$ cat src/hdl/raster_consts.svh
`ifndef RASTER_CONSTS_SVH
`define RASTER_CONSTS_SVH

// Vertex coordinate width, screen space before clipping
`define RASTER_COORD_W 8

// Visible screen, pixels run 0 .. size-1
`define RASTER_SCREEN_W 64
`define RASTER_SCREEN_H 48

// Pixel coordinate width inside the screen
`define RASTER_PIX_W 6

// Flat shading attributes
`define RASTER_COLOR_W 24
`define RASTER_DEPTH_W 16

// Edge function widths
// Coefficients a and b are coordinate differences
`define RASTER_COEF_W 9
`define RASTER_EDGE_W 20

`endif

$ cat src/hdl/geom_pkg.sv
`include "raster_consts.svh"

package geom_pkg;

    typedef struct packed {
        logic [`RASTER_COORD_W-1:0] x;
        logic [`RASTER_COORD_W-1:0] y;
    } vertex_t;

    typedef struct packed {
        vertex_t [2:0]              v;
        logic [`RASTER_COLOR_W-1:0] color;
        logic [`RASTER_DEPTH_W-1:0] depth;
    } triangle_t;

    // Clipped bounding box, empty when nothing is on screen
    typedef struct packed {
        logic [`RASTER_COORD_W-1:0] min_x;
        logic [`RASTER_COORD_W-1:0] min_y;
        logic [`RASTER_COORD_W-1:0] max_x;
        logic [`RASTER_COORD_W-1:0] max_y;
        logic                       empty;
    } bbox_t;

    // Edge value is a*x + b*y + c
    typedef struct packed {
        logic signed [`RASTER_COEF_W-1:0] a;
        logic signed [`RASTER_COEF_W-1:0] b;
        logic signed [`RASTER_EDGE_W-1:0] c;
    } edge_t;

    typedef struct packed {
        edge_t [2:0] e;
        logic        zero_area;
    } edges_t;

    // Shared by edge setup (area sign) and per-pixel coverage
    function automatic logic signed [`RASTER_EDGE_W-1:0] edge_eval(
        edge_t                      ed,
        logic [`RASTER_COORD_W-1:0] x,
        logic [`RASTER_COORD_W-1:0] y
    );
        logic signed [`RASTER_EDGE_W-1:0] sx;
        logic signed [`RASTER_EDGE_W-1:0] sy;
        sx = `RASTER_EDGE_W'(x);
        sy = `RASTER_EDGE_W'(y);
        return ed.a * sx + ed.b * sy + ed.c;
    endfunction

endpackage

$ cat src/hdl/frag_pkg.sv
`include "raster_consts.svh"

package frag_pkg;

    typedef enum logic [0:0] {
        IDLE,
        RUN
    } trav_state_t;

    // One scanned pixel with everything needed for the coverage test
    typedef struct packed {
        logic [`RASTER_PIX_W-1:0]   x;
        logic [`RASTER_PIX_W-1:0]   y;
        geom_pkg::edges_t           edges;
        logic [`RASTER_COLOR_W-1:0] color;
        logic [`RASTER_DEPTH_W-1:0] depth;
    } pixel_state_t;

    // Covered pixel leaving the rasterizer
    typedef struct packed {
        logic [`RASTER_PIX_W-1:0]   x;
        logic [`RASTER_PIX_W-1:0]   y;
        logic [`RASTER_COLOR_W-1:0] color;
        logic [`RASTER_DEPTH_W-1:0] depth;
    } fragment_t;

endpackage

$ cat src/hdl/bbox_setup.sv
`include "raster_consts.svh"

module bbox_setup (
    input  logic                clk,
    input  logic                rst,
    input  geom_pkg::triangle_t tri_in,
    input  logic                in_valid,
    output logic                in_ready,
    output logic                accept,
    input  logic                setup_ready,
    output logic                setup_valid,
    output geom_pkg::bbox_t     bbox
);
    geom_pkg::bbox_t            bbox_next;
    logic [`RASTER_COORD_W-1:0] lo_x;
    logic [`RASTER_COORD_W-1:0] lo_y;
    logic [`RASTER_COORD_W-1:0] hi_x;
    logic [`RASTER_COORD_W-1:0] hi_y;

    // Stage is free when empty or handing over this cycle
    assign in_ready = !setup_valid || setup_ready;
    assign accept   = in_valid && in_ready;

    always_comb begin
        lo_x = tri_in.v[0].x;
        lo_y = tri_in.v[0].y;
        hi_x = tri_in.v[0].x;
        hi_y = tri_in.v[0].y;
        for (int i = 1; i < 3; i++) begin
            if (tri_in.v[i].x < lo_x) lo_x = tri_in.v[i].x;
            if (tri_in.v[i].y < lo_y) lo_y = tri_in.v[i].y;
            if (tri_in.v[i].x > hi_x) hi_x = tri_in.v[i].x;
            if (tri_in.v[i].y > hi_y) hi_y = tri_in.v[i].y;
        end

        bbox_next.min_x = lo_x;
        bbox_next.min_y = lo_y;
        // Clamp to the last visible pixel
        bbox_next.max_x = (hi_x > `RASTER_COORD_W'(`RASTER_SCREEN_W - 1)) ?
                          `RASTER_COORD_W'(`RASTER_SCREEN_W - 1) : hi_x;
        bbox_next.max_y = (hi_y > `RASTER_COORD_W'(`RASTER_SCREEN_H - 1)) ?
                          `RASTER_COORD_W'(`RASTER_SCREEN_H - 1) : hi_y;
        bbox_next.empty = (lo_x >= `RASTER_COORD_W'(`RASTER_SCREEN_W)) ||
                          (lo_y >= `RASTER_COORD_W'(`RASTER_SCREEN_H));
    end

    always_ff @(posedge clk or posedge rst) begin
        if (rst) begin
            setup_valid <= 1'b0;
        end else if (in_ready) begin
            setup_valid <= in_valid;
        end
    end

    always_ff @(posedge clk) begin
        if (accept) begin
            bbox <= bbox_next;
        end
    end

    // A held triangle waits for traversal
    a_setup_hold: assert property (@(posedge clk) disable iff (rst)
        setup_valid && !setup_ready |=> setup_valid);

endmodule

$ cat src/hdl/edge_setup.sv
`include "raster_consts.svh"

module edge_setup (
    input  logic                       clk,
    input  logic                       rst,
    input  geom_pkg::triangle_t        tri_in,
    input  logic                       accept,
    output geom_pkg::edges_t           edges,
    output logic [`RASTER_COLOR_W-1:0] color,
    output logic [`RASTER_DEPTH_W-1:0] depth
);
    geom_pkg::edges_t                 edges_next;
    logic signed [`RASTER_EDGE_W-1:0] area;

    always_comb begin
        geom_pkg::vertex_t vi;
        geom_pkg::vertex_t vn;
        // Edge i runs from vertex i to vertex i+1
        for (int i = 0; i < 3; i++) begin
            vi = tri_in.v[i];
            vn = tri_in.v[(i + 1) % 3];
            edges_next.e[i].a = $signed({1'b0, vi.y}) - $signed({1'b0, vn.y});
            edges_next.e[i].b = $signed({1'b0, vn.x}) - $signed({1'b0, vi.x});
            edges_next.e[i].c = `RASTER_EDGE_W'(vi.x * vn.y) -
                                `RASTER_EDGE_W'(vn.x * vi.y);
        end
        // Twice the signed area, from edge 0 at the opposite vertex
        area = geom_pkg::edge_eval(edges_next.e[0], tri_in.v[2].x, tri_in.v[2].y);
        edges_next.zero_area = (area == '0);
    end

    // Loads share the accept of bbox_setup, which tracks validity
    always_ff @(posedge clk) begin
        if (accept) begin
            edges <= edges_next;
            color <= tri_in.color;
            depth <= tri_in.depth;
        end
    end

endmodule

$ cat src/hdl/pixel_traversal.sv
`include "raster_consts.svh"

module pixel_traversal (
    input  logic                       clk,
    input  logic                       rst,
    input  logic                       setup_valid,
    output logic                       setup_ready,
    input  geom_pkg::bbox_t            bbox,
    input  geom_pkg::edges_t           edges,
    input  logic [`RASTER_COLOR_W-1:0] color,
    input  logic [`RASTER_DEPTH_W-1:0] depth,
    output frag_pkg::pixel_state_t     pix_out,
    output logic                       pix_valid,
    input  logic                       pix_ready,
    output logic                       busy
);
    frag_pkg::trav_state_t state;
    frag_pkg::trav_state_t next_state;

    // Triangle latched for the duration of the scan
    geom_pkg::bbox_t            box_r;
    geom_pkg::edges_t           edges_r;
    logic [`RASTER_COLOR_W-1:0] color_r;
    logic [`RASTER_DEPTH_W-1:0] depth_r;

    logic [`RASTER_PIX_W-1:0] cur_x;
    logic [`RASTER_PIX_W-1:0] cur_y;
    logic [`RASTER_PIX_W-1:0] next_x;
    logic [`RASTER_PIX_W-1:0] next_y;

    logic take;
    logic can_emit;

    assign take        = setup_valid && setup_ready;
    assign setup_ready = (state == frag_pkg::IDLE);
    // Buffer free now or drained this cycle
    assign can_emit    = !pix_valid || pix_ready;
    assign busy        = (state == frag_pkg::RUN) || pix_valid;

    always_comb begin
        next_state = state;
        next_x     = cur_x;
        next_y     = cur_y;
        case (state)
            frag_pkg::IDLE: begin
                // An empty box is consumed without a scan
                if (take && !bbox.empty) begin
                    next_state = frag_pkg::RUN;
                    next_x     = bbox.min_x[`RASTER_PIX_W-1:0];
                    next_y     = bbox.min_y[`RASTER_PIX_W-1:0];
                end
            end
            frag_pkg::RUN: begin
                if (can_emit) begin
                    if (cur_x < box_r.max_x) begin
                        next_x = cur_x + `RASTER_PIX_W'(1);
                    end else begin
                        next_x = box_r.min_x[`RASTER_PIX_W-1:0];
                        if (cur_y < box_r.max_y) begin
                            next_y = cur_y + `RASTER_PIX_W'(1);
                        end else begin
                            next_state = frag_pkg::IDLE;  // last pixel of the box
                        end
                    end
                end
            end
            default: next_state = frag_pkg::IDLE;
        endcase
    end

    always_ff @(posedge clk or posedge rst) begin
        if (rst) begin
            state     <= frag_pkg::IDLE;
            cur_x     <= '0;
            cur_y     <= '0;
            pix_valid <= 1'b0;
        end else begin
            state <= next_state;
            cur_x <= next_x;
            cur_y <= next_y;
            if (state == frag_pkg::RUN && can_emit) begin
                pix_valid <= 1'b1;
            end else if (pix_ready) begin
                pix_valid <= 1'b0;
            end
        end
    end

    always_ff @(posedge clk) begin
        if (take) begin
            box_r   <= bbox;
            edges_r <= edges;
            color_r <= color;
            depth_r <= depth;
        end
        if (state == frag_pkg::RUN && can_emit) begin
            pix_out.x     <= cur_x;
            pix_out.y     <= cur_y;
            pix_out.edges <= edges_r;
            pix_out.color <= color_r;
            pix_out.depth <= depth_r;
        end
    end

    // Scan never leaves the latched box
    a_in_box: assert property (@(posedge clk) disable iff (rst)
        state == frag_pkg::RUN |->
            cur_x >= box_r.min_x && cur_x <= box_r.max_x &&
            cur_y >= box_r.min_y && cur_y <= box_r.max_y);

    // Setup is held off during a scan
    a_run_blocks: assert property (@(posedge clk) disable iff (rst)
        state == frag_pkg::RUN |-> !setup_ready);

endmodule

$ cat src/hdl/fragment_eval.sv
`include "raster_consts.svh"

module fragment_eval (
    input  logic                   clk,
    input  logic                   rst,
    input  frag_pkg::pixel_state_t pix_in,
    input  logic                   pix_valid,
    output logic                   pix_ready,
    output frag_pkg::fragment_t    frag_out,
    output logic                   out_valid,
    input  logic                   out_ready
);
    logic signed [`RASTER_EDGE_W-1:0] ev [3];
    logic all_pos;
    logic all_neg;
    logic covered;

    // Either winding passes, pixels on an edge count
    always_comb begin
        all_pos = 1'b1;
        all_neg = 1'b1;
        for (int i = 0; i < 3; i++) begin
            ev[i] = geom_pkg::edge_eval(pix_in.edges.e[i],
                                        `RASTER_COORD_W'(pix_in.x),
                                        `RASTER_COORD_W'(pix_in.y));
            if (ev[i] < 0) all_pos = 1'b0;
            if (ev[i] > 0) all_neg = 1'b0;
        end
        covered = !pix_in.edges.zero_area && (all_pos || all_neg);
    end

    assign pix_ready = !out_valid || out_ready;

    // Uncovered pixels are consumed here and go nowhere
    always_ff @(posedge clk or posedge rst) begin
        if (rst) begin
            out_valid <= 1'b0;
        end else if (pix_valid && pix_ready && covered) begin
            out_valid <= 1'b1;
        end else if (out_ready) begin
            out_valid <= 1'b0;
        end
    end

    always_ff @(posedge clk) begin
        if (pix_valid && pix_ready && covered) begin
            frag_out.x     <= pix_in.x;
            frag_out.y     <= pix_in.y;
            frag_out.color <= pix_in.color;
            frag_out.depth <= pix_in.depth;
        end
    end

    // Stalled output holds its fragment
    a_out_stable: assert property (@(posedge clk) disable iff (rst)
        out_valid && !out_ready |=> out_valid && $stable(frag_out));

endmodule

$ cat src/hdl/raster_top.sv
`include "raster_consts.svh"

module raster_top (
    input  logic                clk,
    input  logic                rst,
    input  geom_pkg::triangle_t tri_in,
    input  logic                in_valid,
    output logic                in_ready,
    output frag_pkg::fragment_t frag_out,
    output logic                out_valid,
    input  logic                out_ready,
    output logic                busy
);
    logic                       accept;
    logic                       setup_valid;
    logic                       setup_ready;
    geom_pkg::bbox_t            bbox;
    geom_pkg::edges_t           edges;
    logic [`RASTER_COLOR_W-1:0] color;
    logic [`RASTER_DEPTH_W-1:0] depth;
    frag_pkg::pixel_state_t     pix;
    logic                       pix_valid;
    logic                       pix_ready;
    logic                       trav_busy;

    // Both setup halves see the same triangle and load together
    bbox_setup u_bbox (
        .clk, .rst, .tri_in, .in_valid, .in_ready, .accept,
        .setup_ready, .setup_valid, .bbox
    );

    edge_setup u_edge (
        .clk, .rst, .tri_in, .accept, .edges, .color, .depth
    );

    pixel_traversal u_trav (
        .clk, .rst, .setup_valid, .setup_ready, .bbox, .edges, .color, .depth,
        .pix_out (pix),
        .pix_valid,
        .pix_ready,
        .busy    (trav_busy)
    );

    fragment_eval u_eval (
        .clk, .rst,
        .pix_in  (pix),
        .pix_valid, .pix_ready, .frag_out, .out_valid, .out_ready
    );

    // Traversal already covers its own pixel buffer
    assign busy = setup_valid || trav_busy || out_valid;

endmodule

$ cat config.mk
export PLATFORM = sky130hd
export DESIGN_NAME = raster_top
export DESIGN_NICKNAME = d
export VERILOG_FILES = /design/src/hdl/geom_pkg.sv /design/src/hdl/frag_pkg.sv /design/src/hdl/bbox_setup.sv /design/src/hdl/edge_setup.sv /design/src/hdl/pixel_traversal.sv /design/src/hdl/fragment_eval.sv /design/src/hdl/raster_top.sv
export VERILOG_INCLUDE_DIRS = /design/src /design/src/hdl
export SDC_FILE = /design/constraint.sdc
export NUM_CORES = 2
export LEC_CHECK = 0
export BUFFER_PORTS_ARGS = -buffer_cell sky130_fd_sc_hd__buf_2
export CAP_MARGIN = 20
export CELL_PAD_IN_SITES_DETAIL_PLACEMENT = 1
export CELL_PAD_IN_SITES_GLOBAL_PLACEMENT = 2
export CORE_MARGIN = 3
export CORE_UTILIZATION = 30
export DETAILED_ROUTE_END_ITERATION = 10
export GPL_TIMING_DRIVEN = 0
export PLACE_DENSITY = 0.65
export RECOVER_POWER = 25
export REMOVE_ABC_BUFFERS = 1
export SYNTH_ARGS = -nofsm -noshare
export SYNTH_HDL_FRONTEND = slang
export SYNTH_SLANG_ARGS = --single-unit
$ cat constraint.sdc
create_clock -name clk -period 13.6 [get_ports clk]
set_input_delay 0.68 -clock clk [delete_from_list [all_inputs] [get_ports clk]]
set_output_delay 0.68 -clock clk [all_outputs]
set_load 0.005 [all_outputs]
== Word-level counts from Yosys, hierarchy flattened ==
Index checks and enable logic that the tools add are counted.

* Bitwise operators: 1
* Multipliers: 14
* Eq/ne operators: 4
* Multiplexer cells: 32
* Reductions and logical operators: 25
* Magnitude comparators: 20
* Add/sub/neg operators: 19

{| class="wikitable"
|+ Operators with widths
! kind !! number
|-
| 20-bit adder || 8
|-
| 8-bit by 8-bit multiplier with 16-bit output || 6
|-
| 9-bit by 7-bit multiplier with 16-bit output || 6
|-
| 8-bit 2-to-1 mux || 8
|-
| 20-bit by 1-bit greater-than comparator with 1-bit output, second input constant || 3
|-
| 20-bit by 1-bit < comparator with 1-bit output, second input constant || 3
|-
| 8-bit by 8-bit subtractor with 9-bit output || 6
|-
| 16-bit by 16-bit subtractor with 17-bit output || 3
|-
| 6-bit 2-to-1 mux || 7
|-
| 9-bit by 9-bit multiplier with 18-bit output || 2
|-
| 8-bit greater-than comparator || 4
|-
| 8-bit < comparator || 4
|-
| 6-bit one-hot mux with 2 select lines || 2
|-
| 20-bit logical NOT || 1
|-
| 8-bit by 6-bit greater-than comparator with 1-bit output, second input constant || 2
|-
| 6-bit by 8-bit < comparator with 1-bit output || 2
|-
| 1-bit 2-to-1 mux || 14
|-
| 6-bit by 1-bit adder with 6-bit output, second input constant || 2
|-
| 8-bit by 6-bit greater-or-equal comparator with 1-bit output, second input constant || 1
|-
| 8-bit by 7-bit greater-or-equal comparator with 1-bit output, second input constant || 1
|-
| 1-bit logical OR || 8
|-
| 1-bit logical AND || 7
|-
| 2-bit inequality test, second input constant || 3
|-
| 1-bit logical NOT || 5
|-
| 6 further kinds || 7
|}

* Logic and storage cells: 171
* Flip-flop bits (word level): 596

== Depth between registers and ports, before layout ==
* Depth after elaboration: 11
* Depth in mapped cells: 40
* Gate-level depth less buffers: 39

== By module ==
From an unflattened synthesis, not the netlist that was laid out.

* Cells, all modules: 5318
* Area, all modules: 59061.6 um^2

{| class="wikitable"
|+ Modules (own cells, without submodules)
! module !! cells each !! instances !! area each (um^2)
|-
| edge_setup || 2645 || 1 || 25712.2
|-
| fragment_eval || 1857 || 1 || 18611.6
|-
| pixel_traversal || 487 || 1 || 11553.6
|-
| bbox_setup || 328 || 1 || 3178.0
|-
| raster_top || 1 || 1 || 6.3
|}

== Worst setup path before layout ==
Ideal clock, no wire load.

* Path kind: register to register
* Start: reg u_trav.pix_out[156] (netlist bit)
* End: reg u_eval.frag_out[0] (netlist name)
* Buffers on the path: 1
* Path slack: 3993 ps
* Cell stages (with the launch flop): 30
* Data required time: 13147 ps
* Clock period less this slack: 9607 ps
* Data arrival time: 9154 ps
* Cell sequence: edfxtp_1 > clkbuf_1 > and2_1 > fa_1 > inv_1 > fa_1 > inv_1 > fa_1 > inv_1 > fa_1 > inv_1 > ha_1 > a21oi_1 > o21ai_0 > a211o_1 > a2111oi_0 > o31ai_1 > a21oi_1 > xnor2_1 > fa_1 > ha_1 > a211oi_1 > o22ai_1 > a311oi_1 > o2111ai_1 > a2111oi_0 > nand4_1 > o31ai_1 > a31oi_1 > nor3b_2

* Cells in the longest elaborated chain, start to end: 10
* Elaborated cells between the ends (all ways): 24

{| class="wikitable"
|+ Ends and longest elaborated chain
! element !! RTL line !! text
|-
| start: declaration || pixel_traversal.sv:12 || <nowiki>output frag_pkg::pixel_state_t pix_out,</nowiki>
|-
| 9-bit by 7-bit multiplier with 16-bit output || geom_pkg.sv:47 || <nowiki>return ed.a * sx + ed.b * sy + ed.c;</nowiki>
|-
| 20-bit adder (2 in series) || geom_pkg.sv:47 ||
|-
| 20-bit by 1-bit < comparator with 1-bit output / 20-bit by 1-bit greater-than comparator with 1-bit output (equally long branches) || fragment_eval.sv:26, fragment_eval.sv:27 ||
|-
| 1-bit 2-to-1 mux (on tied branches) (3 in series) || fragment_eval.sv:26, fragment_eval.sv:27 ||
|-
| 1-bit logical OR (*) || fragment_eval.sv:29 || <nowiki>covered = !pix_in.edges.zero_area && (all_pos || all_neg);</nowiki>
|-
| 1-bit logical AND (*) || fragment_eval.sv:29 ||
|-
| 1-bit logical AND (*) || fragment_eval.sv:46 || <nowiki>if (pix_valid && pix_ready && covered) begin</nowiki>
|}

Every way passes the cells marked *; elsewhere a longest branch is shown, timed or not.
A chain may end at the register's enable or synchronous reset.

==> run metrics <==
I/O Pins=147; Initial Utilization=between 30 and 40%; number of buffers and inverters on the critical path=4; post-CTS sizing=0; Hold WC Path Type=in -> reg; Cell Area, Synth=0.05723 mm^2; worst slew pin tran=1143 ps; drt pass-1 iters=5; Req. time, crit path=13,990 ps; Clock Sink Count=about 570; Syn Inst Count=5,458; area delta synth->final=11.15%; I/O Buffers=between 100 and 150; Hold Fails Final Rpt=0; CP peak stage delay=830 ps; ys async rst share=2.812%; post-placement cell count=8,030; Net count, final=7,044; DR WL/cell=20.21 um; Via density=4.677; max cap viols=0; Yosys top cell area share=29.01%; Post-synth EDFFs=~550; Setup Skew=a little under 60 ps; dpl hpwl=133,500 um; gpl congestion=a little over 0.8; Yosys cell types=76; minimum clock period after layout=11,020 ps; final std cells w/o fill=8,152; crit path DAT=between 10,000 and 15,000 ps; top-count cell post-synth=inv_1; first-pass GRT wire length=256,400 um; Synth area leaders=edfxtp_1, fa_1, ha_1; sequential area share after synthesis=29.71%; Clock Pin Slew Worst Setup and Hold Paths=60 ps; critical path endpoint category=flip-flop; CP top delay family=adder cells; vias in the first global route=roughly 42k; Synth Register Bits=569; Setup CP Type=in -> reg; CP max-delay cell=xor2_1; DP Area=0.06158 mm^2; setup TNS=0 ps; First DRT Iteration DRCs=~1.7k; clock buffer depth=3; CTS root buf=clkbuf_16; die width=442.8 um; YS warnings=0; antenna violations before repair=20; Max H-tree Level=2; GRT Overall Usage=17.00%; Worst-Skew Late Latency=680 ps; post-CTS setup buffers=0; final slew viol count=0; Num CTS Buffers=60; largest net degree at the start of global routing=48; global route overflow=0; count of standard-cell rows=159; status=finished clean; vias=38.12k; Final Setup Violations=0; layout cells sized above 1=6.050%; Commonest cells post-synth=inv_1, fa_1, ha_1, edfxtp_1, nand2_1; critical path launch point type=primary input; area of the die=0.1961 mm^2; crit-path max FO=12; mean area per synthesized cell=10.49 um^2; Die Y=442.8 um; prevailing post-synth register cell=edfxtp_1; Remaining DRCs=0; Tcrit/Tclk final=81.05%; fmax=a little over 90 MHz; DRT Wirelength=164,800 um; hold buffer count at cts=0; Post-DRT Antenna Nets=0; CTS tree=done; Hold Slack=roughly 180 ps; final instance area=roughly 0.064 mm^2; RSZ-0062 raised after global routing=false; core area=0.1888 mm^2; Synth area leader=edfxtp_1; Worst slew margin=21.62%
-- stage by stage --
step	utilization, %	setup slack (ps)
after CTS	33.68	2382
after global routing	33.69	1741
after detailed placement	32.62	1698
final	33.70	2577
after global placement	32.13	-2725
after floorplan	-	3727
-- sequential cells by signal (all words and copies together) (netlist names) --
signal / cells
u_eval.out_valid: 1
u_trav.box_r: 22
u_bbox.setup_valid: 1
u_edge.edges: 106
u_trav.color_r: 24
u_trav.edges_r: 106
u_eval.frag_out: 52
u_trav.state: 1
u_trav.pix_out: 158
u_bbox.bbox: 29
u_trav.cur_x: 6
u_edge.color: 24
u_trav.depth_r: 16
u_trav.cur_y: 6
u_trav.pix_valid: 1
u_edge.depth: 16
-- path summary, 6_finish.rpt --
kind	start	end	slack, ps	depth (start not counted)
worst max-delay path	tri_in[40]	u_edge.edges[0]$_DFFE_PP_	2580	36
worst min-delay path	tri_in[27]	u_edge.color[11]$_DFFE_PP_	180	1
worst max register to register	u_trav.pix_out[156]$_DFFE_PP_	u_eval.frag_out[1]$_DFFE_PP_	2940	31
worst min register to register	u_edge.edges[77]$_DFFE_PP_	u_trav.edges_r[77]$_DFFE_PP_	390	0
max in group asynchronous	rst	u_trav.cur_x[1]$_DFFE_PP0P_	12730	2
min in group asynchronous	rst	u_eval.out_valid$_DFFE_PP0P_	210	2
-- cells by family (layout without fill, tap and decap cells) --
family	after synthesis	in the layout	synth area share (%)
other	1	8	0.006552
XOR/XNOR	231	231	3.535
adder cells (fa/ha/maj)	1351	1351	39.11
multiplexers	49	49	0.8657
AND/OR/NAND/NOR	1305	1305	10.99
buffers and inverters	1323	1515	8.683
flip-flops	569	569	29.71
AO/OA/AOI/OAI	629	629	7.101
-- worst register-to-register path, delay by kind of cell (launching register included) --
kind	cells	cell delay [ps]
AOI/OAI and AO/OA	13	4140
xor gates and xnor gates	1	290
adders and majority gates	7	3210
buffers and inverters	7	840
DFF	1	640
and+or+nand+nor	3	1240
-- cells in the final DEF, fill, tap and decap left out, drive strengths merged, types with 24 or more instances in the layout --
cell,netlist,layout
a211oi,29,29
a21boi,24,24
a21o,80,80
a21oi,169,169
and2,336,336
buf,23,195
clkbuf,95,71
clkinv,7,32
edfxtp,553,553
fa,730,730
ha,621,621
inv,1198,1207
mux2i,45,45
nand2,376,376
nand2b,34,34
nand3,32,32
nor2,357,357
nor2b,36,36
nor3,50,50
o21ai,146,146
o21bai,26,26
xnor2,165,165
xor2,66,66
-- final cells by class --
type	instances	area (um^2)
Clock buffer	70	1569
Inverter	1205	4523
Fill cell	20960	125200
Antenna cell	4	10.01
Sequential cell	569	17010
Multi-Input combinational cell	3569	35320
Clock inverter	44	429.2
Tap cell	2495	3122
Timing Repair Buffer	196	1640
-- metal layers --
metal / track usage [%] / share of wire (%) / vias up
met5: 0 / 0.019 / -
met4: 3.181 / 1.8 / 6
met3: 1.616 / 3.1 / 137
met2: 28.65 / 48 / 509
met1: 23.88 / 47 / 19740
li1: - / - / 17740
Power is not shown: default switching activity piles up to over one toggle a cycle in this logic, so the estimate is an artifact.
